**config.mk**
```make
export PLATFORM = sky130hd
export DESIGN_NAME = reg_file
export DESIGN_NICKNAME = d
export VERILOG_FILES = /design/src/hw/mips_pkg.sv /design/src/hw/reg_file.sv
export SDC_FILE = /design/constraint.sdc
export NUM_CORES = 2
export LEC_CHECK = 0
export BUFFER_PORTS_ARGS = -buffer_cell sky130_fd_sc_hd__buf_2
export CORE_ASPECT_RATIO = 1.5
export CORE_UTILIZATION = 50
export DETAILED_ROUTE_END_ITERATION = 12
export PLACE_DENSITY = 0.74
export SLEW_MARGIN = 20
export SYNTH_ARGS = -nofsm -noshare
export SYNTH_HDL_FRONTEND = slang
export SYNTH_SLANG_ARGS = --single-unit
```
**constraint.sdc**
```tcl
create_clock -name clk -period 2.9 [get_ports clk]
set_input_delay 0.29 -clock clk [delete_from_list [all_inputs] [get_ports clk]]
set_output_delay 0.29 -clock clk [all_outputs]
set_load 0.02 [all_outputs]
```
**src/hw/mips_pkg.sv**
```systemverilog
package mips_pkg;

	//////////////////////////////
	// Widths
	localparam int WORD_W    = 32;
	localparam int ADDR_W    = 10;
	localparam int REG_IDX_W = 5;
	localparam int NUM_REGS  = 2 ** REG_IDX_W;
	localparam int MEM_WORDS = 1024;

	typedef logic [WORD_W-1:0]    word_t;
	typedef logic [ADDR_W-1:0]    addr_t;    // Word address without byte lanes
	typedef logic [REG_IDX_W-1:0] reg_idx_t;

	//////////////////////////////
	// Opcodes
	localparam logic [5:0] OPC_RTYPE = 6'b000000;
	localparam logic [5:0] OPC_J     = 6'b000010;
	localparam logic [5:0] OPC_BEQ   = 6'b000100;
	localparam logic [5:0] OPC_BNE   = 6'b000101;
	localparam logic [5:0] OPC_ADDI  = 6'b001000;
	localparam logic [5:0] OPC_SLTI  = 6'b001010;
	localparam logic [5:0] OPC_ANDI  = 6'b001100;
	localparam logic [5:0] OPC_ORI   = 6'b001101;
	localparam logic [5:0] OPC_XORI  = 6'b001110;
	localparam logic [5:0] OPC_LUI   = 6'b001111;
	localparam logic [5:0] OPC_LW    = 6'b100011;
	localparam logic [5:0] OPC_SW    = 6'b101011;
	localparam logic [5:0] OPC_HALT  = 6'b111111;

	localparam logic [5:0] FN_JR     = 6'b001000;

	// Operation codes of the execute bus
	typedef enum logic [3:0] {
		ALU_SLL  = 4'd0,
		ALU_SRL  = 4'd1,
		ALU_SRA  = 4'd2,
		ALU_ADD  = 4'd3,
		ALU_AND  = 4'd4,
		ALU_OR   = 4'd5,
		ALU_XOR  = 4'd6,
		ALU_NOR  = 4'd7,
		ALU_SUB  = 4'd8,
		ALU_SLT  = 4'd9,
		ALU_LUI  = 4'd10,
		ALU_NONE = 4'd15
	} alu_op_t;

	typedef enum logic [2:0] {
		ST_IDLE,
		ST_FETCH,
		ST_DECODE,
		ST_EXEC,
		ST_MEM,
		ST_WB,
		ST_HALT
	} ctrl_state_t;

endpackage

```
**src/hw/reg_file.sv**
```systemverilog
module reg_file import mips_pkg::*;
(
	input  logic     clk,
	input  logic     rst,
	input  reg_idx_t ra1,
	input  reg_idx_t ra2,
	input  logic     we,
	input  reg_idx_t wa,
	input  word_t    wd,
	output word_t    rd1,
	output word_t    rd2
);

	word_t regs [NUM_REGS];

	always_ff @(posedge clk)
	begin
		if (rst)
		begin
			for (int i = 0; i < NUM_REGS; i++)
				regs[i] <= '0;
		end
		else if (we && wa != '0)  // $zero is never written
			regs[wa] <= wd;
	end

	assign rd1 = regs[ra1];
	assign rd2 = regs[ra2];

endmodule

```
==> impl_metrics.tcl <==
set metrics [dict create \
    cts_hold_buf 0 \
    setup_violations 0 \
    grt_max_degree 58 \
    period_share 0.941 \
    core_area_sq_mm 0.110 \
    largest_register_ffs 1024 \
    grt_remaining_overflow 0 \
    fillers 8993 \
    largestRegisters "regs x1024" \
    ir_worst_vdd_mv 0.446 \
    synth_top_area_frac 0.550 \
    tns_ps 0 \
    status "finished with violations" \
    p_comb_frac 0.128 \
    worstSetupStartpointType "flop" \
    ctsHtreeMaxLevel 3 \
    dieArea_sq_mm 0.113 \
    internal_power_uw 25900 \
    crit_fanout 2 \
    crit_required_ps 2610 \
    grt_antenna_before_repair 12 \
    fin_util 0.564 \
    synth_cells 4605 \
    powerDensity_mw_per_mm2 561 \
    cap_violations 0 \
    die_w_um 275 \
    power_frac_seq 0.503 \
    grt_usage 0.330 \
    min_period_ps 2730 \
    p_leak_uw 0.0245 \
    cp_num_buf_inv 1 \
    critPathKind "reg2out" \
    cts_tree "done" \
    rsz0062_at_grt "false" \
    syn_area_sq_mm 0.0559 \
    wirelength_um 189000 \
    num_rows 149 \
    drv_slew 0 \
    post_drt_wl_per_cell_um 30.7 \
    end_kind "primary output" \
    synth.area.top_cells "edfxtp_1 55%, mux2i_1 18%, and2_1 11%" \
    port_buffers 113 \
    arrival_ps 2440 \
    ant_nets 0 \
    drt_iter0_markers 4786 \
    min_from "wd[21]" \
    crit_family "simple AND/OR/NAND/NOR gates" \
    die_h_um 411 \
    holdPathEnd "regs[24][21]$_SDFFCE_PN0P_" \
    violations "design-rule violations" \
    sw_frac_of_total 0.258 \
    drc 21 \
    start_util 0.506 \
    first_pass_iters 9 \
    finalNonFillerCells 6148 \
    crit_path_cell_trace "mux2i_1 -> a22o_1 -> nor3_1 -> a31oi_1 -> nand3_1 -> buf_2" \
    hold_depth 2 \
    dp_cells 5975 \
    yosys_warnings 0 \
    clockPowerShare 0.369 \
    crit_slowest_cell "nor3_1" \
    hpwl_um 113000 \
    vias 40272 \
    synth.avg_cell_area_sq_um 12.1 \
    gp_congestion 0.919 \
    hold_path_class "in2reg" \
    seq_area_frac_synth 0.550 \
    clkTransAtPathRegs_ps 70 \
    ys_ff_latch 1024 \
    max_stage_delay_ps 560 \
    worstMarginPinSlew_ps 789 \
    io_pins 114 \
    area_growth_pct 11.3 \
    max_freq_mhz 366 \
    synth_cell_types 29 \
    p_total_uw 34900 \
    nNetsFinal 4688 \
    p_switching_uw 9030 \
    post-cts-setup-buffers 0 \
    numCtsBuffers 95 \
    synth_top_area_cell "edfxtp_1" \
    relSlewSlack 0.474 \
    grt_pass1_vias 40550 \
    cts_resized 0 \
    drive_above_1_share 0.121 \
    grt_pass1_wl_um 268000 \
    top_register "regs" \
    cts.sinks 1024 \
    hold_viol 0 \
    viasPerCell 6.55 \
    clockBufferDepth 3 \
    root_buffer "clkbuf_16" \
]
## synth_stat cells (all sizes together)
cell type  number
conb            1
buf           212
a22oi         192
nor2           35
clkbuf        234
nand3b          4
nor3           64
a31oi          64
nand3         194
and2          994
nand2b          5
or2            33
edfxtp       1024
nor2b           5
a21oi         192
mux2i        1024
or3             2
or3b            2
nand2         196
a22o          128
## power groups by stage
| stage | sequential (uW) | combinational [uW] | clock, uW |
|---|---|---|---|
| 2_1_floorplan | 17700 | 2710 | 0 |
| 3_3_place_gp | 17800 | 4330 | 0 |
| 3_5_place_dp | 17800 | 4380 | 0 |
| 4_1_cts | 17500 | 4400 | 13000 |
| 5_1_grt | 17600 | 4650 | 13400 |
| 6_report | 17600 | 4480 | 12900 |
## per-stage QoR
stage | instance area, sq um | setup slack [ps] | hold slack (ps)
floorplan | 56000 | 1000 | 488
global placement | 59100 | 349 | 890
detailed placement | 59100 | 331 | 904
CTS | 62200 | 185 | 134
global route | 62200 | 162 | 182
finish | 62200 | 170 | 187
## cell type report
class | instances | area [sq um] | area share
multi-input combinational | 3166 | 23300 | 0.375
clock inverter | 54 | 598 | 0.00961
sequential | 1024 | 30700 | 0.494
timing repair buffer | 351 | 3240 | 0.0520
tap | 1434 | 1790 | 0.0288
clock buffer | 113 | 2510 | 0.0403
antenna | 6 | 15.0 | 0.000241
## placed cells by master, fill, tap and decap left out, drive strengths merged, types with 6 or more instances in the layout
| cell | count |
|---|---|
| buf | 351 |
| a31oi | 64 |
| a21oi | 192 |
| a22oi | 192 |
| nand2 | 196 |
| nand3 | 194 |
| conb | 32 |
| edfxtp | 1024 |
| or2 | 33 |
| nor2 | 35 |
| and2 | 994 |
| clkinv | 33 |
| clkbuf | 113 |
| diode | 6 |
| mux2i | 1024 |
| a22o | 128 |
| nor3 | 64 |
| bufinv | 12 |
## cell families (layout without fill, tap and decap cells)
kind of cell	count (synthesis)	in the layout	synth area share
AND/OR/NAND/NOR	1534	1534	0.157
multiplexers	1024	1024	0.183
flip-flops	1024	1024	0.550
AO/OA/AOI/OAI	576	576	0.0702
buffers and inverters	446	518	0.0390
other	1	38	0.0000671
## layer usage
layer  up-vias  routed length [um]  part of all wire  GRT usage
met5         -                  55           0.00029          0
li1      16883                   -                 -          -
met1     20090               66400              0.35      0.385
met2      2585               90700              0.48      0.538
met4         8               13000             0.069      0.231
met3       706               18600             0.099     0.0736
## how the worst max path moves through the flow
stage	cells past startpoint	end	start
4_1_cts	6	rd2[7]	regs[2][7]$_SDFFCE_PN0P_
6_report	6	rd2[7]	regs[2][7]$_SDFFCE_PN0P_
2_1_floorplan	5	regs[12][0]$_SDFFCE_PN0P_	rst
3_3_place_gp	8	rd1[16]	ra1[0]
5_1_grt	6	rd2[7]	regs[2][7]$_SDFFCE_PN0P_
3_5_place_dp	7	rd1[6]	ra1[0]
Note: power is estimated with default switching activity, not from simulation.
