==> src/hw/mips_pkg.sv <==
package mips_pkg;

	//////////////////////////////
	// Widths
	localparam int WORD_W    = 32;
	localparam int ADDR_W    = 10;
	localparam int REG_IDX_W = 5;
	localparam int NUM_REGS  = 2 ** REG_IDX_W;
	localparam int MEM_WORDS = 1024;

	typedef logic [WORD_W-1:0]    word_t;
	typedef logic [ADDR_W-1:0]    addr_t;    // Word address without byte lanes
	typedef logic [REG_IDX_W-1:0] reg_idx_t;

	//////////////////////////////
	// Opcodes
	localparam logic [5:0] OPC_RTYPE = 6'b000000;
	localparam logic [5:0] OPC_J     = 6'b000010;
	localparam logic [5:0] OPC_BEQ   = 6'b000100;
	localparam logic [5:0] OPC_BNE   = 6'b000101;
	localparam logic [5:0] OPC_ADDI  = 6'b001000;
	localparam logic [5:0] OPC_SLTI  = 6'b001010;
	localparam logic [5:0] OPC_ANDI  = 6'b001100;
	localparam logic [5:0] OPC_ORI   = 6'b001101;
	localparam logic [5:0] OPC_XORI  = 6'b001110;
	localparam logic [5:0] OPC_LUI   = 6'b001111;
	localparam logic [5:0] OPC_LW    = 6'b100011;
	localparam logic [5:0] OPC_SW    = 6'b101011;
	localparam logic [5:0] OPC_HALT  = 6'b111111;

	localparam logic [5:0] FN_JR     = 6'b001000;

	// Operation codes of the execute bus
	typedef enum logic [3:0] {
		ALU_SLL  = 4'd0,
		ALU_SRL  = 4'd1,
		ALU_SRA  = 4'd2,
		ALU_ADD  = 4'd3,
		ALU_AND  = 4'd4,
		ALU_OR   = 4'd5,
		ALU_XOR  = 4'd6,
		ALU_NOR  = 4'd7,
		ALU_SUB  = 4'd8,
		ALU_SLT  = 4'd9,
		ALU_LUI  = 4'd10,
		ALU_NONE = 4'd15
	} alu_op_t;

	typedef enum logic [2:0] {
		ST_IDLE,
		ST_FETCH,
		ST_DECODE,
		ST_EXEC,
		ST_MEM,
		ST_WB,
		ST_HALT
	} ctrl_state_t;

endpackage

==> src/hw/alu.sv <==
module alu import mips_pkg::*;
(
	input  word_t          a,
	input  word_t          b,
	input  logic [4:0]     shamt,
	input  alu_op_t        op,
	output word_t          y,
	output logic           zero
);

	always_comb
	begin
		case (op)
			// Shifts act on b, the rt operand
			ALU_SLL: y = b << shamt;
			ALU_SRL: y = b >> shamt;
			ALU_SRA: y = word_t'($signed(b) >>> shamt);
			ALU_ADD: y = a + b;
			ALU_SUB: y = a - b;
			ALU_AND: y = a & b;
			ALU_OR:  y = a | b;
			ALU_XOR: y = a ^ b;
			ALU_NOR: y = ~(a | b);
			ALU_SLT: y = word_t'($signed(a) < $signed(b));
			ALU_LUI: y = {b[15:0], 16'h0000};
			default: y = '0;
		endcase
	end

	assign zero = (y == '0);  // beq/bne test

endmodule

==> config.mk <==
export PLATFORM = sky130hd
export DESIGN_NAME = alu
export DESIGN_NICKNAME = d
export VERILOG_FILES = /design/src/hw/mips_pkg.sv /design/src/hw/alu.sv
export SDC_FILE = /design/constraint.sdc
export NUM_CORES = 1
export LEC_CHECK = 0
export BUFFER_PORTS_ARGS = -buffer_cell sky130_fd_sc_hd__buf_2
export CAP_MARGIN = 25
export CELL_PAD_IN_SITES_DETAIL_PLACEMENT = 1
export CELL_PAD_IN_SITES_GLOBAL_PLACEMENT = 1
export CORE_UTILIZATION = 46
export DETAILED_ROUTE_END_ITERATION = 10
export PLACE_DENSITY = 0.89
export SLEW_MARGIN = 20
export SYNTH_ARGS = -nofsm -noshare
export SYNTH_HDL_FRONTEND = slang
export SYNTH_SLANG_ARGS = --single-unit
==> constraint.sdc <==
create_clock -name vclk -period 6.81
set_clock_uncertainty 0.2 [all_clocks]
set_input_delay 1.362 -clock vclk [all_inputs]
set_output_delay 1.362 -clock vclk [all_outputs]
set_load 0.02 [all_outputs]
==> impl_metrics.ini <==
[global_route]
antenna_found_initial = 6
track_usage_pct = 52.26
grt_pass1_wl_um = 94680
grt_pass1_vias = 14655
grt_max_degree = 39
overflow = 0

[route]
drc = 0
drt-met1-wl_um = 24450
drt_iter0_markers = 2426
wl_met3_um = 8689
via_per_inst = 7.317
routed-wl-met2_um = 27400
routed_wl_um = 65990
vias = 15330
dr.pass1.iters = 6
drtAntennaViolNets = 0
routedWlPerCell_um = 31.50
top_layer = met5

[synth]
yosys_warnings = 0
yosysSeqAreaShare_pct = 0
synthesis.nets = 1745
synth_cell_types = 105
syn_area_um2 = 10970
netlist_instances = 1569
syn_area_per_cell_um2 = 6.989

[timing]
setup_ws_ns = -0.04954
final.min_clock_period_ns = 6.860
holdWs_ns = 3.228
maxSlewViolCount = 0
tns_ns = -0.04954
fin_crit_sh_pct = 100.7
worstMarginPinSlew_ns = 1.014
rsz0062_at_grt = no
slew_headroom_pct = 31.90
max_freq_ghz = 0.1458
hold_violations = 0
setup_viol = 1

[finish]
fillers = 3106
clkbuf_count = 0
drive_gt1_share_pct = 26.76
regArea_um2 = 0
nets = 1949
stdcell_count = 2095
area_growth_pct = 19.96
n_sequential_cell = 0
finish.instance_area_um2 = 13150
fin_util_pct = 56.21

[power]
p_seq_share_pct = 0
leakage_nw = 5.918
p_clk_share_pct = 0
switching_share_pct = 63.01
comb_power_share_pct = 100.0
power_switching_w = 0.0007927
ir_drop_mv = 0.06899
p_per_area_nw_per_um2 = 95.64
intPower_w = 0.0004653

[floorplan]
die_w_um = 156.4
die_h_um = 156.4
die_area_um2 = 24460
std_cell_rows = 56
io_pins = 106
start_util_pct = 46.86
core_um2 = 23400

[setup_path]
critPathRequiredTime_ns = 5.25
start_kind = primary input
crit_arrival_ns = 5.30
end_kind = output pin
path_class = primary input to output pin
cp_max_fo = 22

[flow_run]
drv_cap = 0

[outcome]
status = complete, but fails checks
violations = negative setup slack

[place]
place_area_um2 = 13000
port_buffers = 106
dp_hpwl_um = 53030
dp_cells = 2089
place.gp.congestion = 1.088

[worst_hold_path]
holdPathStages = 4
min_path_type = primary input to output pin
hp-start = shamt[4]
whs_endpoint = y[2]
==> area by class of cell <==
cell class | instances | area [µm²] | share of cell area [%]
timing repair buffer | 347 | 2405 | 18.28
tap | 319 | 399.1 | 3.034
antenna | 5 | 12.51 | 0.09512
inverter | 110 | 412.9 | 3.139
multi-input combinational | 1314 | 9925 | 75.45
==> placed cells by master (no fill, tap or decap), types with 13 or more instances in the layout <==
| cell | count |
|---|---|
| a22oi_1 | 18 |
| a21oi_1 | 106 |
| a21o_1 | 20 |
| o22ai_1 | 23 |
| nand2_1 | 132 |
| o31ai_1 | 19 |
| nor2b_1 | 19 |
| mux2i_1 | 75 |
| mux4_2 | 36 |
| ha_1 | 100 |
| nor3_1 | 43 |
| mux2_2 | 23 |
| a211oi_1 | 34 |
| buf_2 | 102 |
| inv_1 | 105 |
| a31oi_1 | 14 |
| o21ai_0 | 91 |
| and3_1 | 13 |
| nand3_1 | 32 |
| buf_4 | 238 |
| nand2b_1 | 15 |
| o211ai_1 | 35 |
| nand4_1 | 21 |
| o221ai_1 | 14 |
| nor2_1 | 131 |
==> kinds of logic after synthesis <==
family	Yosys count	share of synthesized area [%]
compound gates	553	35.12
simple gates	502	22.95
buf+inv	255	10.84
mux	143	18.17
fa+ha+maj	103	11.89
xor+xnor	13	1.038
==> power groups by stage <==
stage                      Clock, W  Sequential [W]  Combinational, W
global route        0.0000000000590               0           0.00130
floorplan                         0               0          0.000685
finish              0.0000000000388               0           0.00126
CTS                               0               0           0.00118
global placement                  0               0           0.00115
detailed placement                0               0           0.00117
==> critical path: stages <==
cell and delay [ns]:
buf_6 0.24, buf_4 0.23, mux2i_1 0.41, mux2_2 0.26, nand2b_1 0.22, a21oi_1 0.16
a211oi_1 0.36, buf_4 0.20, o2111ai_1 0.18, or3_1 0.47, nor4b_4 0.31, nor4b_4 0.30
nand4_1 0.23, nor3_2 0.19, buf_4 0.16
==> cells in the mapped netlist, drive strengths merged (8+ instances only) <==
cell type / count / area, µm²
a2111oi: 11 / 96.34
a211o: 12 / 105.1
a211oi: 39 / 302.8
a21o: 20 / 150.1
a21oi: 110 / 558.0
a221o: 8 / 80.08
a221oi: 12 / 105.1
a22oi: 19 / 147.6
a31oi: 14 / 87.58
a32oi: 8 / 70.07
and2: 11 / 68.82
and3: 14 / 87.58
buf: 66 / 476.7
clkbuf: 79 / 299.0
ha: 101 / 1264
inv: 109 / 409.1
mux2: 26 / 292.8
mux2i: 77 / 783.3
mux4: 40 / 915.9
nand2: 133 / 501.7
nand2b: 16 / 100.1
nand3: 33 / 170.2
nand4: 21 / 131.4
nor2: 131 / 491.7
nor2b: 20 / 125.1
nor3: 46 / 235.2
nor4: 12 / 75.07
o2111ai: 11 / 96.34
o211ai: 36 / 275.3
o21a: 11 / 82.58
o21ai: 101 / 505.5
o221ai: 14 / 122.6
o22a: 9 / 78.83
o22ai: 24 / 156.4
o31ai: 19 / 142.6
or2: 16 / 100.1
or3: 12 / 75.07
xnor2: 11 / 96.34
==> worst max path at each step <==
stage	start	end	slack (ns)	cells past startpoint
finish	shamt[2]	zero	-0.05	15
global route	a[1]	zero	0.01	15
CTS	a[0]	zero	0.02	16
detailed placement	shamt[2]	zero	-0.04	15
global placement	b[2]	zero	-0.15	16
floorplan	b[13]	zero	0.34	15
==> layer usage <==
metal  GRT usage, %  vias to the layer above
met3          12.24                      335
met5              0                        -
met2          78.08                     1285
li1               -                     6360
met4          35.85                        4
met1          66.27                     7346
==> timing repair <==
| item | in CTS | in global routing |
|---|---|---|
| endpoints found under the setup margin | 1 | 1 |
| gates resized for setup | 4 | 30 |
| hold buffers | 0 | 0 |
| pin swaps | 0 | 6 |
| buffers inserted | 0 | 0 |
==> through the flow <==
stage,setup slack [ns],total power (W)
5_1_grt,0.009833,0.001295
6_report,-0.04954,0.001258
2_1_floorplan,0.3357,0.0006846
4_1_cts,0.02080,0.001182
3_3_place_gp,-0.1503,0.001145
3_5_place_dp,-0.03910,0.001172
No activity file was read; power rests on OpenSTA's default activity.
