File: src/hw/mips_pkg.sv
package mips_pkg;

	//////////////////////////////
	// Widths
	localparam int WORD_W    = 32;
	localparam int ADDR_W    = 10;
	localparam int REG_IDX_W = 5;
	localparam int NUM_REGS  = 2 ** REG_IDX_W;
	localparam int MEM_WORDS = 1024;

	typedef logic [WORD_W-1:0]    word_t;
	typedef logic [ADDR_W-1:0]    addr_t;    // Word address without byte lanes
	typedef logic [REG_IDX_W-1:0] reg_idx_t;

	//////////////////////////////
	// Opcodes
	localparam logic [5:0] OPC_RTYPE = 6'b000000;
	localparam logic [5:0] OPC_J     = 6'b000010;
	localparam logic [5:0] OPC_BEQ   = 6'b000100;
	localparam logic [5:0] OPC_BNE   = 6'b000101;
	localparam logic [5:0] OPC_ADDI  = 6'b001000;
	localparam logic [5:0] OPC_SLTI  = 6'b001010;
	localparam logic [5:0] OPC_ANDI  = 6'b001100;
	localparam logic [5:0] OPC_ORI   = 6'b001101;
	localparam logic [5:0] OPC_XORI  = 6'b001110;
	localparam logic [5:0] OPC_LUI   = 6'b001111;
	localparam logic [5:0] OPC_LW    = 6'b100011;
	localparam logic [5:0] OPC_SW    = 6'b101011;
	localparam logic [5:0] OPC_HALT  = 6'b111111;

	localparam logic [5:0] FN_JR     = 6'b001000;

	// Operation codes of the execute bus
	typedef enum logic [3:0] {
		ALU_SLL  = 4'd0,
		ALU_SRL  = 4'd1,
		ALU_SRA  = 4'd2,
		ALU_ADD  = 4'd3,
		ALU_AND  = 4'd4,
		ALU_OR   = 4'd5,
		ALU_XOR  = 4'd6,
		ALU_NOR  = 4'd7,
		ALU_SUB  = 4'd8,
		ALU_SLT  = 4'd9,
		ALU_LUI  = 4'd10,
		ALU_NONE = 4'd15
	} alu_op_t;

	typedef enum logic [2:0] {
		ST_IDLE,
		ST_FETCH,
		ST_DECODE,
		ST_EXEC,
		ST_MEM,
		ST_WB,
		ST_HALT
	} ctrl_state_t;

endpackage

File: src/hw/core_ctrl.sv
module core_ctrl import mips_pkg::*;
(
	input  logic       clk,
	input  logic       rst,
	input  logic       run,
	output logic       halted,
	// Memory requester
	output logic       req_valid,
	input  logic       req_ready,
	output logic       req_we,
	output addr_t      req_addr,
	output word_t      req_wdata,
	input  word_t      rdata,
	input  logic       rdata_valid,
	// Decoder
	output logic [5:0] opcode,
	output logic [5:0] funct,
	input  alu_op_t    alu_op,
	input  logic       alu_src,
	input  logic       reg_dst,
	input  logic       shamt_sel,
	input  logic       mem_read,
	input  logic       mem_write,
	input  logic       branch,
	input  logic       mem_to_reg,
	input  logic       reg_write,
	input  logic       is_jump,
	input  logic       is_jr,
	input  logic       is_halt,
	// Register file
	output reg_idx_t   ra1,
	output reg_idx_t   ra2,
	input  word_t      rd1,
	input  word_t      rd2,
	output logic       we,
	output reg_idx_t   wa,
	output word_t      wd,
	// ALU
	output word_t      alu_a,
	output word_t      alu_b,
	output logic [4:0] alu_shamt,
	input  word_t      alu_y,
	input  logic       alu_zero
);

	ctrl_state_t state;
	addr_t       pc;
	addr_t       next_pc;
	word_t       ir;
	word_t       res;        // ALU result
	word_t       mdr;        // Load data
	word_t       imm;
	logic        req_done;   // Accepted, waiting for data
	logic        zext;
	logic        mem_done;

	//////////////////////////////
	// Datapath

	assign opcode = ir[31:26];
	assign funct  = ir[5:0];
	assign ra1    = ir[25:21];  // rs
	assign ra2    = ir[20:16];  // rt

	// Logical immediates are zero extended
	assign zext = (alu_op == ALU_AND) || (alu_op == ALU_OR) || (alu_op == ALU_XOR);
	assign imm  = zext ? {16'h0000, ir[15:0]} : {{16{ir[15]}}, ir[15:0]};

	assign alu_a     = rd1;
	assign alu_b     = alu_src ? imm : rd2;
	assign alu_shamt = shamt_sel ? ir[10:6] : rd1[4:0];

	assign we = (state == ST_WB) && reg_write;
	assign wa = reg_dst ? ir[15:11] : ir[20:16];
	assign wd = mem_to_reg ? mdr : res;

	assign req_valid = ((state == ST_FETCH) || (state == ST_MEM)) && !req_done;
	assign req_we    = (state == ST_MEM) && mem_write;
	assign req_addr  = (state == ST_MEM) ? addr_t'(res) : pc;
	assign req_wdata = rd2;  // Store data is rt

	assign halted = (state == ST_HALT);

	// Store ends on acceptance, load on returned data
	assign mem_done = mem_write ? (req_valid && req_ready) : rdata_valid;

	// pc already points past the branch here
	always_comb
	begin
		next_pc = pc;
		if (is_jump)
			next_pc = addr_t'(ir[25:0]);
		else if (is_jr)
			next_pc = addr_t'(rd1);
		else if (branch && (ir[26] ? !alu_zero : alu_zero))  // bit 26 marks bne
			next_pc = pc + addr_t'(imm);
	end

	//////////////////////////////
	// Sequencer

	always_ff @(posedge clk)
	begin
		if (rst)
		begin
			state    <= ST_IDLE;
			pc       <= '0;
			req_done <= 1'b0;
		end
		else
		begin
			if (req_valid && req_ready)
				req_done <= 1'b1;
			case (state)
				ST_IDLE:
				begin
					if (run)
					begin
						pc    <= '0;
						state <= ST_FETCH;
					end
				end
				ST_FETCH:
				begin
					if (rdata_valid)
					begin
						req_done <= 1'b0;
						pc       <= pc + 1'b1;
						state    <= ST_DECODE;
					end
				end
				ST_DECODE: state <= is_halt ? ST_HALT : ST_EXEC;
				ST_EXEC:
				begin
					pc <= next_pc;
					if (mem_read || mem_write)
						state <= ST_MEM;
					else if (reg_write)
						state <= ST_WB;
					else
						state <= ST_FETCH;
				end
				ST_MEM:
				begin
					if (mem_done)
					begin
						req_done <= 1'b0;
						state    <= reg_write ? ST_WB : ST_FETCH;
					end
				end
				ST_WB:   state <= ST_FETCH;
				default: state <= ST_HALT;  // Stays until reset
			endcase
		end
	end

	always_ff @(posedge clk)
	begin
		if (state == ST_FETCH && rdata_valid)
			ir <= rdata;
		if (state == ST_EXEC)
			res <= alu_y;
		if (state == ST_MEM && rdata_valid)
			mdr <= rdata;
	end

	req_hold: assert property (@(posedge clk) disable iff (rst)
		req_valid && !req_ready |=>
			req_valid && $stable(req_addr) && $stable(req_we) && $stable(req_wdata))
		else $error("core_ctrl: request dropped or changed before acceptance");

endmodule

File: config.mk
export PLATFORM = sky130hd
export DESIGN_NAME = core_ctrl
export DESIGN_NICKNAME = d
export VERILOG_FILES = /design/src/hw/mips_pkg.sv /design/src/hw/core_ctrl.sv
export SDC_FILE = /design/constraint.sdc
export NUM_CORES = 1
export LEC_CHECK = 0
export BUFFER_PORTS_ARGS = -buffer_cell sky130_fd_sc_hd__buf_2
export CAP_MARGIN = 20
export CORE_AREA = 2 2 125 127
export DETAILED_ROUTE_END_ITERATION = 8
export DIE_AREA = 0 0 127 129
export GPL_ROUTABILITY_DRIVEN = 0
export MAX_ROUTING_LAYER = met4
export PLACE_DENSITY = 0.76
export SLEW_MARGIN = 10
export SYNTH_ARGS = -nofsm -noshare
export SYNTH_HDL_FRONTEND = slang
export SYNTH_SLANG_ARGS = --single-unit
File: constraint.sdc
create_clock -name clk -period 2.5 [get_ports clk]
set_clock_uncertainty 0.15 [all_clocks]
set_input_delay 0.5 -clock clk [delete_from_list [all_inputs] [get_ports clk]]
set_output_delay 0.5 -clock clk [all_outputs]
set_load 0.005 [all_outputs]
==> out/qor.txt <==
Detail Route Antenna Nets -> 0
TritonCTS clock tree -> built
FF/Latch Area -> 3164 µm²
Most frequent cells in the layout -> buf_2, edfxtp_1, mux2_2
Initial Util -> 40.24%
Fillers -> 1378
Status -> complete, but fails checks
Post-Route Setup TNS -> 0 ns
Critical Path RT -> 1.85 ns
Max Clk Rate -> 416.4 MHz
Via count -> 4812
Worst min-delay path class -> input pin to register
Synth area leaders -> edfxtp_1, mux2_2, buf_4, dfxtp_1, o21ai_0
Core outline area -> 14980 µm²
Commonest non-fill, non-tap cell in the layout -> buf_2
Tightest Pin Transition -> 0.4800 ns
DP Area -> 7223 µm²
Leakage -> 3.232 nW
DR WL/cell -> 18.37 µm
DRT Pass-1 Iters -> 7
Final Critical Period -> 2.401 ns
Area delta synth->final -> 24.64%
Final period utilization -> 96.06%
Die area -> 16380 µm²
Post-synthesis cell count -> 509
Final Cell Area -> 7512 µm²
Share of cells above drive strength 1 -> 52.92%
Detailed Route WL -> 17010 µm
Pwr Total -> 4.791 mW
Register bit count reported by yosys -> 110
# setup viols final -> 0
Largest net degree at the start of global routing -> 33
VDD IR max -> 0.3633 mV
Top-area cell type share of the netlist area -> 47.83%
First-pass GRT wire length -> 24870 µm
CP Launch Type -> register
Failing checks -> design-rule violations
Final core utilization -> 50.16%
Area of the multi-input gates -> 2118 µm²
Root Buffer -> clkbuf_16
Maxcap violations -> 0
Critical-path maximum fanout -> 10
GR Overflow Total -> 0
Chip Height -> 129 µm
Via-to-Cell Ratio -> 5.197
Initial antenna violation count -> 1
Predominant post-synthesis flop cell -> edfxtp_1
Arr. time, crit path -> 1.75 ns
Max_slew headroom -> 67.91%
Clk pin slew, worst setup/hold paths -> 0.08 ns
Initial drt markers -> 332
# clock sinks -> 110
Num CTS Buffers -> 9
Syn_area_per_cell -> 11.84 µm²
Synthesized area -> 6027 µm²
CP Class -> register to output port
Synth unique cells -> 67
Fin nets -> 892
DRC viols -> 5
Pwr Density -> 637.7 nW/µm²
Final Hold Viols -> 0
Io pins -> 323
Post-synthesis sequential area ratio -> 52.48%
Hpwl dp -> 13460 µm
Clk_lat worst skew -> 0.34 ns
Syn Nets -> 669
Ys async rst share -> 0%
Slew Viols, Final -> 0
# rows -> 45
Worst hold slack -> 0.1767 ns
Total number of H-tree levels -> 3
Port buffer count -> 278
EDFF count, synth -> 96
Total GRT Usage -> 20.46%
Die X -> 127 µm
Number of global-route vias before repair -> 4602
Leading area contributor after synthesis -> edfxtp_1
Crit end category -> output port
CTS Buffer Depth -> 2
RSZ-0062 raised after global routing -> no
Synth warnings -> 0
==> metal layers <==
layer / up-vias / wire length, µm / share of wire [%] / global-route usage, %
met5: - / 0 / 0 / -
met4: 0 / 370 / 2.2 / 6.917
met3: 35 / 1190 / 7.0 / 4.075
met2: 231 / 8292 / 49 / 32.48
met1: 2276 / 7158 / 42 / 26.42
li1: 2270 / - / - / -
==> final cells by class <==
type | instances | area share [%]
diodes | 1 | 0.03331
clock inverters | 6 | 0.7495
flip-flops and latches | 110 | 42.12
well taps | 188 | 3.131
multi-input cells | 283 | 28.20
inverters | 26 | 1.299
clock buffers | 10 | 3.048
repair buffers | 302 | 21.42
==> cells by family (layout without fill, tap and decap cells) <==
group	count (synthesis)	in the layout	synth area share, %
buffers and inverters	116	344	12.39
DFF	110	110	52.48
AOI/OAI and AO/OA	105	105	11.27
and+or+nand+nor	98	98	8.678
muxes	67	67	12.48
adders and majority gates	11	11	2.408
xor gates and xnor gates	2	2	0.2907
other	0	1	0
==> path summary, 6_finish.rpt <==
check / start / end / slack (ns) / cells after the start
worst min-delay path: alu_y[11] / res[11]$_DFFE_PP_ / 0.18 / 1
worst max-delay path: state[0]$_SDFFE_PP0P_ / req_addr[2] / 0.1 / 4
worst max register to register: ir[1]$_DFFE_PP_ / pc[5]$_SDFFE_PP0P_ / 0.25 / 6
worst min register to register: req_done$_SDFF_PP0_ / req_done$_SDFF_PP0_ / 0.37 / 2
==> worst max-delay path, stage by stage, from the launching register on <==
cell and delay [ns]:
dfxtp_1 0.43, nor3b_2 0.25, buf_4 0.22, mux2_2 0.37
buf_2 0.14
==> power by group <==
group | switching (mW) | internal, mW | total (mW) | leakage (nW)
sequential | 0.0903 | 2.17 | 2.26 | 0.985
clock | 0.679 | 0.697 | 1.38 | 0.136
combinational | 0.606 | 0.545 | 1.15 | 2.11
total | 1.37 | 3.42 | 4.79 | 3.23
==> state kept, by name (all words and copies together), names as in the netlist <==
register  count
ir           32
mdr          32
req_done      1
state         3
res          32
pc           10
==> stage by stage <==
| stage | cells | setup WS, ns |
|---|---|---|
| floorplan | 509 | 0.009002 |
| global placement | 909 | 0.3180 |
| detailed placement | 909 | 0.2819 |
| CTS | 925 | 0.05361 |
| global route | 926 | 0.02894 |
| finish | 926 | 0.09859 |
==> cells in the mapped netlist (3+ instances only) <==
| library cell | count |
|---|---|
| nand4_1 | 7 |
| buf_1 | 3 |
| buf_4 | 73 |
| nor2_1 | 22 |
| a22oi_1 | 4 |
| a21oi_1 | 16 |
| clkbuf_1 | 8 |
| a21o_1 | 3 |
| edfxtp_1 | 96 |
| nor3b_1 | 4 |
| nor3_1 | 5 |
| nand2b_1 | 4 |
| nor2b_1 | 6 |
| nand3_1 | 8 |
| ha_1 | 10 |
| mux2_2 | 65 |
| a211oi_1 | 3 |
| and2_1 | 3 |
| o21ai_0 | 38 |
| o211ai_1 | 4 |
| inv_1 | 23 |
| o22ai_1 | 3 |
| nand2_1 | 22 |
| o31ai_1 | 4 |
| nor4_1 | 3 |
| o221ai_1 | 3 |
| o21a_1 | 3 |
| dfxtp_1 | 14 |
| clkinv_1 | 3 |
==> what timing repair did <==
action                     4_1_cts  5_1_grt
setup endpoints to repair        0        2
gates resized for setup          0        1
hold buffers                     0        0
buffers inserted                 0        0
No activity file was read; power rests on OpenSTA's default activity.
