**config.mk**
```make
export PLATFORM = sky130hd
export DESIGN_NAME = mem_arbiter
export DESIGN_NICKNAME = d
export VERILOG_FILES = /design/src/hw/mips_pkg.sv /design/src/hw/mem_arbiter.sv
export SDC_FILE = /design/constraint.sdc
export NUM_CORES = 1
export LEC_CHECK = 0
export ABC_CLOCK_PERIOD_IN_PS = 1600
export BUFFER_PORTS_ARGS = -buffer_cell sky130_fd_sc_hd__buf_2
export CORE_AREA = 2 2 57 59
export CTS_BUF_LIST = sky130_fd_sc_hd__clkbuf_8
export DETAILED_ROUTE_END_ITERATION = 6
export DIE_AREA = 0 0 59 61
export PLACE_DENSITY = 0.8
export SYNTH_ARGS = -nofsm -noshare
export SYNTH_HDL_FRONTEND = slang
export SYNTH_SLANG_ARGS = --single-unit
```
**constraint.sdc**
```tcl
create_clock -name clk -period 1.6 [get_ports clk]
set_input_delay 0.32 -clock clk [delete_from_list [all_inputs] [get_ports clk]]
set_output_delay 0.32 -clock clk [all_outputs]
set_load 0.05 [all_outputs]
```
**src/hw/mips_pkg.sv**
```systemverilog
package mips_pkg;

	//////////////////////////////
	// Widths
	localparam int WORD_W    = 32;
	localparam int ADDR_W    = 10;
	localparam int REG_IDX_W = 5;
	localparam int NUM_REGS  = 2 ** REG_IDX_W;
	localparam int MEM_WORDS = 1024;

	typedef logic [WORD_W-1:0]    word_t;
	typedef logic [ADDR_W-1:0]    addr_t;    // Word address without byte lanes
	typedef logic [REG_IDX_W-1:0] reg_idx_t;

	//////////////////////////////
	// Opcodes
	localparam logic [5:0] OPC_RTYPE = 6'b000000;
	localparam logic [5:0] OPC_J     = 6'b000010;
	localparam logic [5:0] OPC_BEQ   = 6'b000100;
	localparam logic [5:0] OPC_BNE   = 6'b000101;
	localparam logic [5:0] OPC_ADDI  = 6'b001000;
	localparam logic [5:0] OPC_SLTI  = 6'b001010;
	localparam logic [5:0] OPC_ANDI  = 6'b001100;
	localparam logic [5:0] OPC_ORI   = 6'b001101;
	localparam logic [5:0] OPC_XORI  = 6'b001110;
	localparam logic [5:0] OPC_LUI   = 6'b001111;
	localparam logic [5:0] OPC_LW    = 6'b100011;
	localparam logic [5:0] OPC_SW    = 6'b101011;
	localparam logic [5:0] OPC_HALT  = 6'b111111;

	localparam logic [5:0] FN_JR     = 6'b001000;

	// Operation codes of the execute bus
	typedef enum logic [3:0] {
		ALU_SLL  = 4'd0,
		ALU_SRL  = 4'd1,
		ALU_SRA  = 4'd2,
		ALU_ADD  = 4'd3,
		ALU_AND  = 4'd4,
		ALU_OR   = 4'd5,
		ALU_XOR  = 4'd6,
		ALU_NOR  = 4'd7,
		ALU_SUB  = 4'd8,
		ALU_SLT  = 4'd9,
		ALU_LUI  = 4'd10,
		ALU_NONE = 4'd15
	} alu_op_t;

	typedef enum logic [2:0] {
		ST_IDLE,
		ST_FETCH,
		ST_DECODE,
		ST_EXEC,
		ST_MEM,
		ST_WB,
		ST_HALT
	} ctrl_state_t;

endpackage

```
**src/hw/mem_arbiter.sv**
```systemverilog
module mem_arbiter import mips_pkg::*;
(
	input  logic  clk,
	input  logic  rst,
	// Core side
	input  logic  core_req_valid,
	output logic  core_req_ready,
	input  logic  core_req_we,
	input  addr_t core_req_addr,
	input  word_t core_req_wdata,
	output logic  core_rdata_valid,
	// Host side
	input  logic  host_req_valid,
	output logic  host_req_ready,
	input  logic  host_req_we,
	input  addr_t host_req_addr,
	input  word_t host_req_wdata,
	output logic  host_rdata_valid,
	// Memory port
	output logic  mem_en,
	output logic  mem_we,
	output addr_t mem_addr,
	output word_t mem_wdata
);

	logic last_host;  // Host won the last transfer

	// A lone requester wins at once and a contest goes to the other side
	assign host_req_ready = host_req_valid && (!core_req_valid || !last_host);
	assign core_req_ready = core_req_valid && (!host_req_valid || last_host);

	assign mem_en    = core_req_ready || host_req_ready;
	assign mem_we    = host_req_ready ? host_req_we : (core_req_ready && core_req_we);
	assign mem_addr  = host_req_ready ? host_req_addr : core_req_addr;
	assign mem_wdata = host_req_ready ? host_req_wdata : core_req_wdata;

	always_ff @(posedge clk)
	begin
		if (rst)
		begin
			last_host        <= 1'b0;
			core_rdata_valid <= 1'b0;
			host_rdata_valid <= 1'b0;
		end
		else
		begin
			if (mem_en)
				last_host <= host_req_ready;
			// Owner of the read sees the pulse
			core_rdata_valid <= core_req_ready && !core_req_we;
			host_rdata_valid <= host_req_ready && !host_req_we;
		end
	end

	// A losing host request waits unchanged for its grant
	host_hold: assert property (@(posedge clk) disable iff (rst)
		host_req_valid && !host_req_ready |=>
			host_req_valid && $stable(host_req_addr) && $stable(host_req_we)
			&& $stable(host_req_wdata))
		else $error("mem_arbiter: host request dropped or changed before acceptance");

endmodule

```
==> metrics.cfg, run 1 <==
[die]
die-area_sq_um = 3600
die_x_um = 59
die_h_um = 61
start_util = 0.280
ios = 138
rows = 20
core_area_sq_um = 2950

[synthesis]
seq_area_frac_synth = 0.0726
syn_nets = 150
syn-cell-area_sq_um = 827
syn_inst = 60
ys_types = 15
synth.ff_latch_count = 3
syn_area_per_cell_sq_um = 13.8
yosys_warnings = 0

[clock_network]
cts_made_buffers = 3
cts_tree = done
clock-sinks = 3
clk_latency_ns = 0.22
clk_pin_slew_ns = 0.03
root_buffer = clkbuf_8
clockBufferDepth = 2
holdBufCountCts = 0
cts_max_level = 1

[final_layout]
fin_util = 0.731
layout_commonest_cell = buf_2
fillers = 210
n_antenna_cell = 0
area_growth_pct = 161
final_cell_mix = buf_2 (92), mux2_4 (42), buf_6 (35)
drive_gt1_frac = 0.958
seq_area_sq_um = 61.3
stdcell_area_sq_um = 2160
multiInputGateArea_sq_um = 716
instances_no_fill = 246
num-nets-final = 304

[power]
p_per_area_nw_per_um2 = 639
netSwitchingPower_w = 0.000616
p_leak_nw = 1.22
p_int_w = 0.000764
peakVddDrop_mv = 0.628
p_sw_frac = 0.446
seqPwrFrac = 0.060
power.share.clock = 0.157
pwr-share-comb = 0.783

[critical_path]
path_cells = a21boi_4 -> buf_8 -> clkbuf_16 -> mux2_4 -> buf_8
regToRegEndpoint = host_rdata_valid
crit_arrival_ns = 1.54
cp.required_ns = 1.28
worstSetupPathType = register to output port
cp_num_buf_inv = 3
cp_slowest_cell = dfxtp_2
worst_setup_path_start_kind = register
crit_family = buffers and inverters
cp-end-kind = output port
crit_fanout = 4
cpMostUsedCell = buf_8
r2r_setup_slack_ns = 0.20
r2r_start = last_host
critPathLaunch = last_host
reg2regPathDepth = 6
worstSetupPathDepth = 5
cp_slowest_stage_delay_ns = 0.33

[timing]
setup_viol = 44
finClkSkew_ns = 0.00218
finalMaxSlewViolations = 0
fin_ws_ns = -0.261
tns_ns = -10.42
period_minus_slack_ns = 1.86
worstMarginPinSlew_ns = 0.252
max_freq_mhz = 537
timing.final.hold_violations = 0
fin_crit_sh = 1.16
grt_setup_unrepaired = yes
slew_headroom = 0.833

[drt]
via_count = 1100
drcViolationCount = 0
vias_per_cell = 4.47
drtAntennaViolNets = 0
wirelength_um = 3860
routedWlPerCell_um = 15.7
dr.pass1.iters = 3
drt_iter0_drc = 32

[hold_path]
worstHoldStart = rst
min-delay-path-class = input pin to register
hold_depth = 2
hold_end = last_host

[place]
hpwlAfterDp_um = 2360
gp_congestion = 0.736
port_buffers = 137
place_area_sq_um = 1530
dp_cells = 229

[run_status]
status = finished, violations left
failed_checks = negative setup slack

[grt]
grt_max_degree = 14
antenna_found_initial = 0
grt_pass1_wl_um = 5040
grt_pass1_vias = 1127
grt-ovfl-total = 0
track_usage = 0.191

[job]
cap_violations = 0

## sequential cells by signal, summed over array words and instances, names as in the netlist
signal            flops
core_rdata_valid      1
host_rdata_valid      1
last_host             1
## worst max path at each step
stage | to | slack [ns]
6_report | mem_wdata[14] | -0.26
5_1_grt | mem_wdata[14] | -0.30
4_1_cts | mem_wdata[12] | -0.26
3_5_place_dp | mem_addr[9] | -0.18
3_3_place_gp | mem_addr[1] | -0.16
2_1_floorplan | mem_wdata[24] | 0.05
## synth_stat cells
| master | instances | area share |
|---|---|---|
| and3_1 | 1 | 0.0076 |
| mux2_4 | 37 | 0.67 |
| dfxtp_1 | 3 | 0.073 |
| buf_8 | 1 | 0.018 |
| nor2_1 | 1 | 0.0045 |
| buf_12 | 3 | 0.073 |
| or2_2 | 1 | 0.0076 |
| nor3b_1 | 1 | 0.0091 |
| buf_6 | 1 | 0.014 |
| a32o_1 | 1 | 0.012 |
| nand2b_1 | 2 | 0.015 |
| a21oi_1 | 1 | 0.0060 |
| a21boi_2 | 1 | 0.014 |
| mux2_2 | 5 | 0.068 |
| and2_1 | 1 | 0.0076 |
## cell families (layout without fill, tap and decap cells)
group / after synthesis / count (layout) / synth area share
flip-flops: 3 / 3 / 0.0726
AO/OA/AOI/OAI: 3 / 3 / 0.0318
AND/OR/NAND/NOR: 7 / 7 / 0.0514
multiplexers: 42 / 42 / 0.740
buffers and inverters: 5 / 158 / 0.104
## routing by layer
metal	GRT usage	wire length [um]	vias up
met2	0.375	2120	81
met5	0	0	-
li1	-	-	530
met3	0.0405	386	5
met4	0.0779	44	0
met1	0.195	1310	484
## power by group through the flow
stage | Sequential (W) | Clock, W | Combinational (W)
floorplan | 0.0000885 | 0 | 0.000606
global placement | 0.0000826 | 0 | 0.000792
detailed placement | 0.0000828 | 0 | 0.000799
CTS | 0.0000819 | 0.000224 | 0.00101
global route | 0.0000825 | 0.000233 | 0.00112
finish | 0.0000821 | 0.000217 | 0.00108
## per-stage QoR
stage | hold slack [ns] | power (W) | setup WS (ns)
floorplan | 0.389 | 0.000695 | 0.0542
global placement | 0.508 | 0.000874 | -0.164
detailed placement | 0.507 | 0.000882 | -0.181
CTS | 0.288 | 0.00132 | -0.260
global route | 0.305 | 0.00143 | -0.296
finish | 0.294 | 0.00138 | -0.261
## area by class of cell
cell class                 count  area share
sequential                     3      0.0284
clock inverter                 1     0.00174
clock buffer                   3      0.0191
tap                           33      0.0191
timing repair buffer         154       0.600
multi-input combinational     52       0.332
## repair_timing
item / CTS / global route
pin swaps: 0 / 2
gates resized for setup: 96 / 24
buffers inserted: 6 / 2
cloned: 4 / 2
endpoints found under the setup margin: 43 / 45
Power figures use the tool's default switching activity.
==> run 2, diff against run 1 <==
==> constraint.sdc (replaced) <==
create_clock -name clk -period 1.6 [get_ports clk]
set_input_delay 0.24 -clock clk [delete_from_list [all_inputs] [get_ports clk]]
set_output_delay 0.24 -clock clk [all_outputs]
set_load 0.05 [all_outputs]
==> metrics.cfg, run 2 (synthesis results as in run 1) <==
[power]
peakVddDrop_mv = 0.520
p_per_area_nw_per_um2 = 654
p_leak_nw = 1.18

[critical_path]
regToRegEndpoint = host_rdata_valid
crit_arrival_ns = 1.52
reg2regPathDepth = 4
cp.required_ns = 1.36
r2r_setup_slack_ns = 0.57
r2r_start = last_host
crit_fanout = 6
worstSetupPathType = register to output port
cp-end-kind = output port
worst_setup_path_start_kind = register

[hold_path]
hold_depth = 2
min-delay-path-class = input pin to register
worstHoldStart = rst
hold_end = last_host

[drt]
dr.pass1.iters = 4
routedWlPerCell_um = 16.5
wl_met3_um = 454
drt_iter0_drc = 21
vias_per_cell = 4.54
via_count = 1099
drcViolationCount = 0
dr.max_layer_used = met4
wirelength_um = 3990
wl_met1_um = 1290
drtAntennaViolNets = 0
wl_met2_um = 2200

[clock_network]
root_buffer = clkbuf_8
clockBufferDepth = 2
cts_tree = done
clk_pin_slew_ns = 0.03
holdBufCountCts = 0
cts_made_buffers = 3
clock-sinks = 3
clk_latency_ns = 0.22
cts_max_level = 1

[die]
die_h_um = 61
die-area_sq_um = 3600
start_util = 0.280
core_area_sq_um = 2950
rows = 20
die_x_um = 59
ios = 138

[grt]
grt-ovfl-total = 0
grt_pass1_vias = 1080
antenna_found_initial = 0
grt_pass1_wl_um = 5100
track_usage = 0.193
grt_max_degree = 21

[timing]
finalMaxSlewViolations = 0
setup_viol = 42
slew_headroom = 0.830
period_minus_slack_ns = 1.76
grt_setup_unrepaired = yes
fin_ws_ns = -0.158
finClkSkew_ns = 0.00109
worstMarginPinSlew_ns = 0.257
fin_hold_ws_ns = 0.197
fin_crit_sh = 1.10
timing.final.hold_violations = 0
max_freq_mhz = 569

[place]
dp_slack_ns = -0.0358
gp_congestion = 0.839
dp_cells = 229
port_buffers = 137
hpwlAfterDp_um = 2650

[final_layout]
reg.largest.list = core_rdata_valid x1, host_rdata_valid x1, last_host x1
num-nets-final = 300
drive_gt1_frac = 0.952
area_growth_pct = 149
final_cell_mix = buf_2 (93), mux2_4 (42), buf_6 (38)
n_antenna_cell = 0
layout_commonest_cell = buf_2
instances_no_fill = 242

[run_status]
failed_checks = negative setup slack
status = finished, violations left

[job]
cap_violations = 0

-- run 2: worst max-delay path: stages, from the launching register on --
cell       delay, ns
dfxtp_2         0.33
a21boi_4        0.19
buf_12          0.16
clkbuf_16       0.15
mux2_4          0.31
buf_6           0.15
-- run 2: routing by layer --
metal	GRT usage	vias up
li1	-	522
met4	0.0519	0
met3	0.0661	4
met5	0	-
met2	0.408	73
met1	0.170	500
-- run 2: worst max path at each step --
| stage | slack [ns] | cells past startpoint | end | from |
|---|---|---|---|---|
| global placement | 0.002 | 5 | mem_addr[2] | core_req_valid |
| CTS | -0.17 | 6 | mem_wdata[15] | last_host |
| global route | -0.21 | 5 | mem_wdata[3] | last_host |
| finish | -0.16 | 5 | mem_wdata[24] | last_host |
| floorplan | 0.09 | 4 | mem_we | last_host |
| detailed placement | -0.04 | 5 | mem_wdata[31] | core_req_valid |
-- run 2: timing repair --
item                                    4_1_cts  5_1_grt
endpoints found under the setup margin       43       44
setup buffers                                 5        0
cloned                                        2        3
resized for setup                            90       17
pin swaps                                     0        1
-- run 2: area by class of cell --
cell class / instances / area, sq um
sequential: 3 / 61.3
multi-input combinational: 52 / 708
timing repair buffer: 150 / 1200
clock inverter: 1 / 3.75
fill: 238 / 896
tap: 33 / 41.3
clock buffer: 3 / 41.3
-- run 2: metrics by stage --
| step | total power (W) | util | TNS, ns | cell area [sq um] |
|---|---|---|---|---|
| 2_1_floorplan | 0.000694 | - | 0 | 827 |
| 3_3_place_gp | 0.000881 | 0.518 | 0 | 1530 |
| 3_5_place_dp | 0.000890 | 0.518 | -0.135 | 1530 |
| 4_1_cts | 0.00130 | 0.668 | -6.07 | 1970 |
| 5_1_grt | 0.00139 | 0.697 | -7.86 | 2060 |
| 6_report | 0.00135 | 0.697 | -5.84 | 2060 |
-- run 2: report_power, final --
part / switching, W / internal [W]
combinational: 0.000553 / 0.000488
sequential: 0.00000242 / 0.0000795
clock: 0.0000592 / 0.000164
total: 0.000615 / 0.000731
