`src/hw/mips_pkg.sv`:
```
package mips_pkg;

	//////////////////////////////
	// Widths
	localparam int WORD_W    = 32;
	localparam int ADDR_W    = 10;
	localparam int REG_IDX_W = 5;
	localparam int NUM_REGS  = 2 ** REG_IDX_W;
	localparam int MEM_WORDS = 1024;

	typedef logic [WORD_W-1:0]    word_t;
	typedef logic [ADDR_W-1:0]    addr_t;    // Word address without byte lanes
	typedef logic [REG_IDX_W-1:0] reg_idx_t;

	//////////////////////////////
	// Opcodes
	localparam logic [5:0] OPC_RTYPE = 6'b000000;
	localparam logic [5:0] OPC_J     = 6'b000010;
	localparam logic [5:0] OPC_BEQ   = 6'b000100;
	localparam logic [5:0] OPC_BNE   = 6'b000101;
	localparam logic [5:0] OPC_ADDI  = 6'b001000;
	localparam logic [5:0] OPC_SLTI  = 6'b001010;
	localparam logic [5:0] OPC_ANDI  = 6'b001100;
	localparam logic [5:0] OPC_ORI   = 6'b001101;
	localparam logic [5:0] OPC_XORI  = 6'b001110;
	localparam logic [5:0] OPC_LUI   = 6'b001111;
	localparam logic [5:0] OPC_LW    = 6'b100011;
	localparam logic [5:0] OPC_SW    = 6'b101011;
	localparam logic [5:0] OPC_HALT  = 6'b111111;

	localparam logic [5:0] FN_JR     = 6'b001000;

	// Operation codes of the execute bus
	typedef enum logic [3:0] {
		ALU_SLL  = 4'd0,
		ALU_SRL  = 4'd1,
		ALU_SRA  = 4'd2,
		ALU_ADD  = 4'd3,
		ALU_AND  = 4'd4,
		ALU_OR   = 4'd5,
		ALU_XOR  = 4'd6,
		ALU_NOR  = 4'd7,
		ALU_SUB  = 4'd8,
		ALU_SLT  = 4'd9,
		ALU_LUI  = 4'd10,
		ALU_NONE = 4'd15
	} alu_op_t;

	typedef enum logic [2:0] {
		ST_IDLE,
		ST_FETCH,
		ST_DECODE,
		ST_EXEC,
		ST_MEM,
		ST_WB,
		ST_HALT
	} ctrl_state_t;

endpackage

```
`src/hw/decoder.sv`:
```
module decoder import mips_pkg::*;
(
	input  logic [5:0] opcode,
	input  logic [5:0] funct,
	output alu_op_t    alu_op,
	output logic       alu_src,    // Immediate as operand b
	output logic       reg_dst,    // 1 selects rd, 0 selects rt
	output logic       shamt_sel,  // Shift by instruction field
	output logic       mem_read,
	output logic       mem_write,
	output logic       branch,
	output logic       mem_to_reg,
	output logic       reg_write,
	output logic       is_jump,
	output logic       is_jr,
	output logic       is_halt
);

	always_comb
	begin
		alu_op     = ALU_NONE;
		alu_src    = 1'b0;
		reg_dst    = 1'b0;
		shamt_sel  = 1'b0;
		mem_read   = 1'b0;
		mem_write  = 1'b0;
		branch     = 1'b0;
		mem_to_reg = 1'b0;
		is_jump    = 1'b0;
		is_jr      = 1'b0;
		is_halt    = 1'b0;

		case (opcode)
			OPC_RTYPE:
			begin
				reg_dst = 1'b1;
				case (funct)
					6'b000000: alu_op = ALU_SLL;
					6'b000010: alu_op = ALU_SRL;
					6'b000011: alu_op = ALU_SRA;
					6'b000100: alu_op = ALU_SLL;  // sllv
					6'b000110: alu_op = ALU_SRL;  // srlv
					6'b000111: alu_op = ALU_SRA;  // srav
					6'b100000,
					6'b100001: alu_op = ALU_ADD;
					6'b100011: alu_op = ALU_SUB;  // subu
					6'b100100: alu_op = ALU_AND;
					6'b100101: alu_op = ALU_OR;
					6'b100110: alu_op = ALU_XOR;
					6'b100111: alu_op = ALU_NOR;
					6'b101010: alu_op = ALU_SLT;
					FN_JR:     is_jr  = 1'b1;
					default:   alu_op = ALU_NONE;
				endcase
				// Fixed shifts take the shamt field
				shamt_sel = (funct[5:2] == 4'b0000);
			end

			OPC_ADDI, OPC_SLTI, OPC_ANDI, OPC_ORI, OPC_XORI, OPC_LUI:
			begin
				alu_src = 1'b1;  // rt destination by default
				case (opcode)
					OPC_ADDI: alu_op = ALU_ADD;
					OPC_SLTI: alu_op = ALU_SLT;
					OPC_ANDI: alu_op = ALU_AND;
					OPC_ORI:  alu_op = ALU_OR;
					OPC_XORI: alu_op = ALU_XOR;
					default:  alu_op = ALU_LUI;
				endcase
			end

			OPC_LW:
			begin
				alu_op     = ALU_ADD;  // base + offset
				alu_src    = 1'b1;
				mem_read   = 1'b1;
				mem_to_reg = 1'b1;
			end

			OPC_SW:
			begin
				alu_op    = ALU_ADD;
				alu_src   = 1'b1;
				mem_write = 1'b1;
			end

			OPC_BEQ, OPC_BNE:
			begin
				alu_op = ALU_SUB;  // Compare through zero flag
				branch = 1'b1;
			end

			OPC_J:    is_jump = 1'b1;
			OPC_HALT: is_halt = 1'b1;
			default:  alu_op  = ALU_NONE;
		endcase

		// No result means no write back, jr included
		reg_write = (alu_op != ALU_NONE) && !mem_write && !branch;
	end

	rw_excl: assert final (!(mem_read && mem_write))
		else $error("decoder: load and store both set for opcode %b", opcode);

endmodule

```
`config.mk`:
```
export PLATFORM = sky130hd
export DESIGN_NAME = decoder
export DESIGN_NICKNAME = d
export VERILOG_FILES = /design/src/hw/mips_pkg.sv /design/src/hw/decoder.sv
export SDC_FILE = /design/constraint.sdc
export NUM_CORES = 1
export LEC_CHECK = 0
export ABC_AREA = 1
export BUFFER_PORTS_ARGS = -buffer_cell sky130_fd_sc_hd__buf_2
export CELL_PAD_IN_SITES_DETAIL_PLACEMENT = 0
export CELL_PAD_IN_SITES_GLOBAL_PLACEMENT = 1
export CORE_ASPECT_RATIO = 0.9
export CORE_MARGIN = 2
export CORE_UTILIZATION = 26
export DETAILED_ROUTE_END_ITERATION = 12
export PLACE_DENSITY = 0.91
export SYNTH_ARGS = -nofsm -noshare
export SYNTH_HDL_FRONTEND = slang
export SYNTH_SLANG_ARGS = --single-unit
```
`constraint.sdc`:
```
create_clock -name vclk -period 1
set_clock_uncertainty 0.05 [all_clocks]
set_input_delay 0.1 -clock vclk [all_inputs]
set_output_delay 0.1 -clock vclk [all_outputs]
set_load 0.03 [all_outputs]
```
==> metrics.csv, run 1 <==
metric,value,unit
criticalPathCategory,primary input to output pin,
grt_start_max_net_pins,7,
numPlacedInstances,170,
share_of_layout_cells_above_drive_strength_1,75.3,%
initial_utilization,28.3,%
final_design_area_no_fill,1320,um^2
timing.hold.ws,451,ps
antenna_found_initial,0,
syn_inst,97,
core_area,1720,um^2
critPathCaptureType,output pin,
cellLeakagePower,0.628,nW
routabilityCongestion,0.902,
timing.critical_path.fanout_max,4,
run_status,finished with violations,
final-instance-count-excl-fill,182,
die_area,2230,um^2
critPathRequiredTime,850,ps
area_fraction_of_the_dominant_cell_type_after_synthesis,15.5,%
portBuffers,27,
number_of_global_route_vias_before_repair,850,
layout.cells.most_common_list,"buf_4, buf_6, nand2_1, nor2_4, nand2_2",
cp-start-kind,primary input,
mostFrequentLayoutCell,buf_4,
area_growth_syn_to_layout,172,%
final_net_count,172,
synth-seq-area-share,0,%
synthesis.yosys.warnings,0,
worst_setup_path_endpoint,reg_write,
first_iter_violations,7,
num_antenna_cells,0,
setup_viol_count_final,14,
place_area,862,um^2
synthesis.nets,109,
syn_avg_cell_area,5.00,um^2
fin_ws,-399,ps
via_per_inst,4.92,
minimum_period_implied_by_the_final_worst_setup_slack,1400,ps
timing.critical_path.from,funct[4],
chipWidth,49.6,um
power.density,375,nW/um^2
detailed_place_hpwl,1380,um
yosys.cell_types.count,20,
top_level_ports,27,
die_height,45.0,um
endpoints_failing_hold,0,
drt_pre_antenna_iters,4,
drt_wl_total,2560,um
relSlewSlack,85.4,%
post_synth_instance_area,485,um^2
drt_drc_violations_left,0,
maxSlewViolCount,0,
num_vias,896,
rows,14,
max_freq,715,MHz
groute.usage.overall,20.3,%
first_pass_grt_wire_length,3660,um
ys_top_cells_by_area,"nand2_1, nor2_1, nand3_1",
cts_hold_buffers,0,
rsz0062_at_grt,true,
grt_overflow_total,0,
synth.largest_area_cell,nand2_1,
worst_hold_check_path_type,primary input to output pin,
layout.sequential_cells,0,
routedWlPerCell,14.0,um
drt.antenna.violating_nets,0,
clockBufferCount,0,
max_cap_violations,0,
worstPathArrival,1250,ps
transition_time_of_the_tightest_slew_check_pin,219,ps
post-route-period-util,140,%
ir_worst_vdd,0.215,mV
sequential_cell_area,0,um^2
failed_checks,negative setup slack,
worst min-delay path by stage:
stage                    from         end  slack [ps]  cells after the start
finish              opcode[3]  mem_to_reg         450                      3
global route        opcode[3]  mem_to_reg         460                      3
CTS                 opcode[3]  mem_to_reg         450                      3
detailed placement  opcode[2]     is_jump         500                      3
global placement    opcode[3]    mem_read         490                      3
floorplan           opcode[3]    mem_read         190                      1
synth_stat cells:
library cell  count
nor3_1            3
o21ai_0           4
buf_4             1
nand3_2           3
nor3b_1           1
a21oi_2           1
nand2_2           4
nand4_2           2
nor2_4            2
nor4_1            1
o211ai_1          1
nor2_1           16
nor2_2            4
nand2_1          20
nand3_1          11
a21oi_1           1
inv_2             5
nand4_1           2
inv_1            14
nor2b_1           1
repair_timing:
item / CTS / global route
setup buffers: 9 / 5
endpoints found under the hold margin: 0 / 0
pin swaps: 24 / 16
gates resized for setup: 103 / 13
setup endpoints to repair: 13 / 15
cells by family (layout without fill, tap and decap cells):
kind of cell / Yosys count / after routing / synth area share [%]
AO/OA/AOI/OAI: 7 / 7 / 8.51
AND/OR/NAND/NOR: 70 / 70 / 75.3
buffers and inverters: 20 / 81 / 16.2
metal layers:
layer,global-route usage [%],vias to the layer above,part of all wire [%]
li1,-,433,-
met1,24.9,445,42
met2,41.9,16,55
met3,0.331,2,2.0
met4,1.11,0,0.31
met5,0,-,0
worst max-delay path, cell delays in order:
cell	delay, ps
buf_8	110
inv_4	50
nand2_2	60
nor2_4	120
nand2_1	80
nand2_2	100
nor2_2	50
nand3_2	100
nand2_1	60
nand2_1	70
nand2_2	70
a21oi_4	140
buf_6	140
metrics by stage:
| stage | setup slack, ps | total power, mW | utilization [%] | setup TNS, ps |
|---|---|---|---|---|
| after floorplan | -362 | 0.170 | - | -1270 |
| after global placement | -470 | 0.301 | 50.2 | -2930 |
| after detailed placement | -494 | 0.307 | 50.2 | -3080 |
| after CTS | -339 | 0.447 | 73.3 | -2180 |
| after global routing | -468 | 0.520 | 76.9 | -3710 |
| final | -399 | 0.495 | 76.9 | -2980 |
where the power goes:
group          total (mW)  leakage (nW)  switching (mW)  internal (mW)
clock                   0             0               0              0
combinational       0.495         0.628           0.259          0.236
sequential              0             0               0              0
total               0.495         0.628           0.259          0.236
area by class of cell:
class,instances,area [um^2]
well taps,24,30.0
multi-input cells,77,598
inverters,19,96.3
repair buffers,62,596
fillers,125,397
Note: power is estimated with default switching activity, not from simulation.
==> run 2: changes to the inputs <==
CORE_ASPECT_RATIO = 1.4   (was 0.9)
TNS_END_PERCENT = 5   (was not set)
==> run 2 against run 1 <==
Net effect: the flow still finishes with violations (negative setup slack); combinational power fell by 18%; hold slack improved by 40 ps; sequential share of layout area did not move; first-iteration DRC count fell by 29%; critical path depth fell by 1; non-clock buffer count fell by 6; final area fell by 18%; die area rose by 0.19%; utilization fell by 16 points; power fell by 18%; via count fell by 9.7%; critical path type unchanged; critical endpoint is now alu_op[0]; largest power group unchanged; highest routed layer unchanged.
==> metrics.csv, run 2 (synthesis results as in run 1) <==
metric,value,unit
worst_hold_check_path_type,primary input to output pin,
cts_hold_buffers,0,
fin_total_pwr,0.407,mW
worstPathArrival,1230,ps
routedWlPerCell,11.3,um
num_vias,809,
grt.busiest_layer,met2,
final_net_count,166,
endpoints_failing_hold,0,
ir_worst_vdd,0.205,mV
antenna_found_initial,0,
core_area,1760,um^2
fin_ws,-380,ps
worst_path_cell_chain,"buf_4, nand2_2, inv_2, nand3_2, nand2_1, nor2_1, nand3_2, buf_6, nand2_1, nand2_1, o211ai_1, buf_4",
transition_time_of_the_tightest_slew_check_pin,214,ps
via_per_inst,4.70,
first_iter_violations,5,
critPathCaptureType,output pin,
chipWidth,40.5,um
area_growth_syn_to_layout,122,%
mostFrequentLayoutCell,buf_4,
minimum_period_implied_by_the_final_worst_setup_slack,1380,ps
relSlewSlack,85.7,%
rsz0062_at_grt,true,
cp_num_buf_inv,4,
share_of_layout_cells_above_drive_strength_1,66.4,%
kind_of_cell_adding_the_most_delay_to_the_critical_path,buffers and inverters,
die_area,2230,um^2
cellLeakagePower,0.556,nW
num_antenna_cells,0,
critical_path_cell_count,12,
layout.cells.most_common_list,"buf_4, nand2_1, buf_6",
max_freq,724,MHz
first_pass_grt_wire_length,3010,um
worst_path_largest_cell_delay,200,ps
criticalPathCategory,primary input to output pin,
cp-start-kind,primary input,
groute.usage.overall,18.8,%
setup_viol_count_final,13,
met2_usage,40.5,%
crit_path_frequent_cell,nand2_1,
grt_overflow_total,0,
max_cap_violations,0,
top_level_ports,27,
drt_pre_antenna_iters,3,
cpMaxStageDelayCell,buf_4,
drt.antenna.violating_nets,0,
initial_utilization,27.6,%
post-route-period-util,138,%
number_of_global_route_vias_before_repair,821,
critPathRequiredTime,850,ps
maxSlewViolCount,0,
detailedPlace.worstSlack,-487,ps
power.density,378,nW/um^2
drt_drc_violations_left,0,
grtUsageMet1,17.5,%
die_height,55.1,um
detailed_place_hpwl,1380,um
clockBufferCount,0,
sequential_cell_area,0,um^2
grt_start_max_net_pins,8,
use_met3,0.800,%
run_status,finished with violations,
failed_checks,negative setup slack,
drt_wl_total,1940,um
rows,18,
layout.sequential_cells,0,
worstHoldPathCells,3,
portBuffers,27,
routabilityCongestion,0.795,
timing.critical_path.fanout_max,4,
run 2: layout make-up:
type,count,area (um^2)
fillers,155,681
multi-input cells,77,502
repair buffers,56,468
inverters,19,81.3
well taps,20,25.0
run 2: layer usage:
| layer | share of wire (%) | routed length, um |
|---|---|---|
| met1 | 32 | 626 |
| met2 | 63 | 1210 |
| met3 | 4.1 | 80 |
| met4 | 0.93 | 18 |
| met5 | 0 | 0 |
run 2: through the flow:
| stage | util (%) | instance area [um^2] | std cells | setup TNS (ps) | hold slack [ps] |
|---|---|---|---|---|---|
| 6_report | 61.3 | 1080 | 172 | -2470 | 491 |
| 5_1_grt | 61.3 | 1080 | 172 | -3270 | 508 |
| 4_1_cts | 58.8 | 1030 | 172 | -2390 | 480 |
| 3_5_place_dp | 48.8 | 857 | 170 | -3200 | 482 |
| 3_3_place_gp | 48.8 | 857 | 170 | -2980 | 480 |
| 2_1_floorplan | - | 502 | 97 | -1680 | 220 |
run 2: where the power goes:
part / leakage (nW) / internal (mW) / switching [mW]
Clock: 0 / 0 / 0
Sequential: 0 / 0 / 0
Combinational: 0.556 / 0.188 / 0.219
run 2: path summary, 6_finish.rpt:
| check | start | to | slack (ps) |
|---|---|---|---|
| hold / removal | opcode[3] | mem_to_reg | 490 |
| setup / recovery | funct[0] | alu_op[0] | -380 |
run 2: what timing repair did:
| action | in CTS | in global routing |
|---|---|---|
| pin swaps | 19 | 6 |
| setup buffers | 2 | 0 |
| gates resized for setup | 56 | 15 |
| setup endpoints to repair | 14 | 14 |
| hold endpoints to repair | 0 | 0 |
run 2: tightest hold or removal path: stages:
cell,delay [ps]
buf_2,130
nor2_2,50
buf_4,150
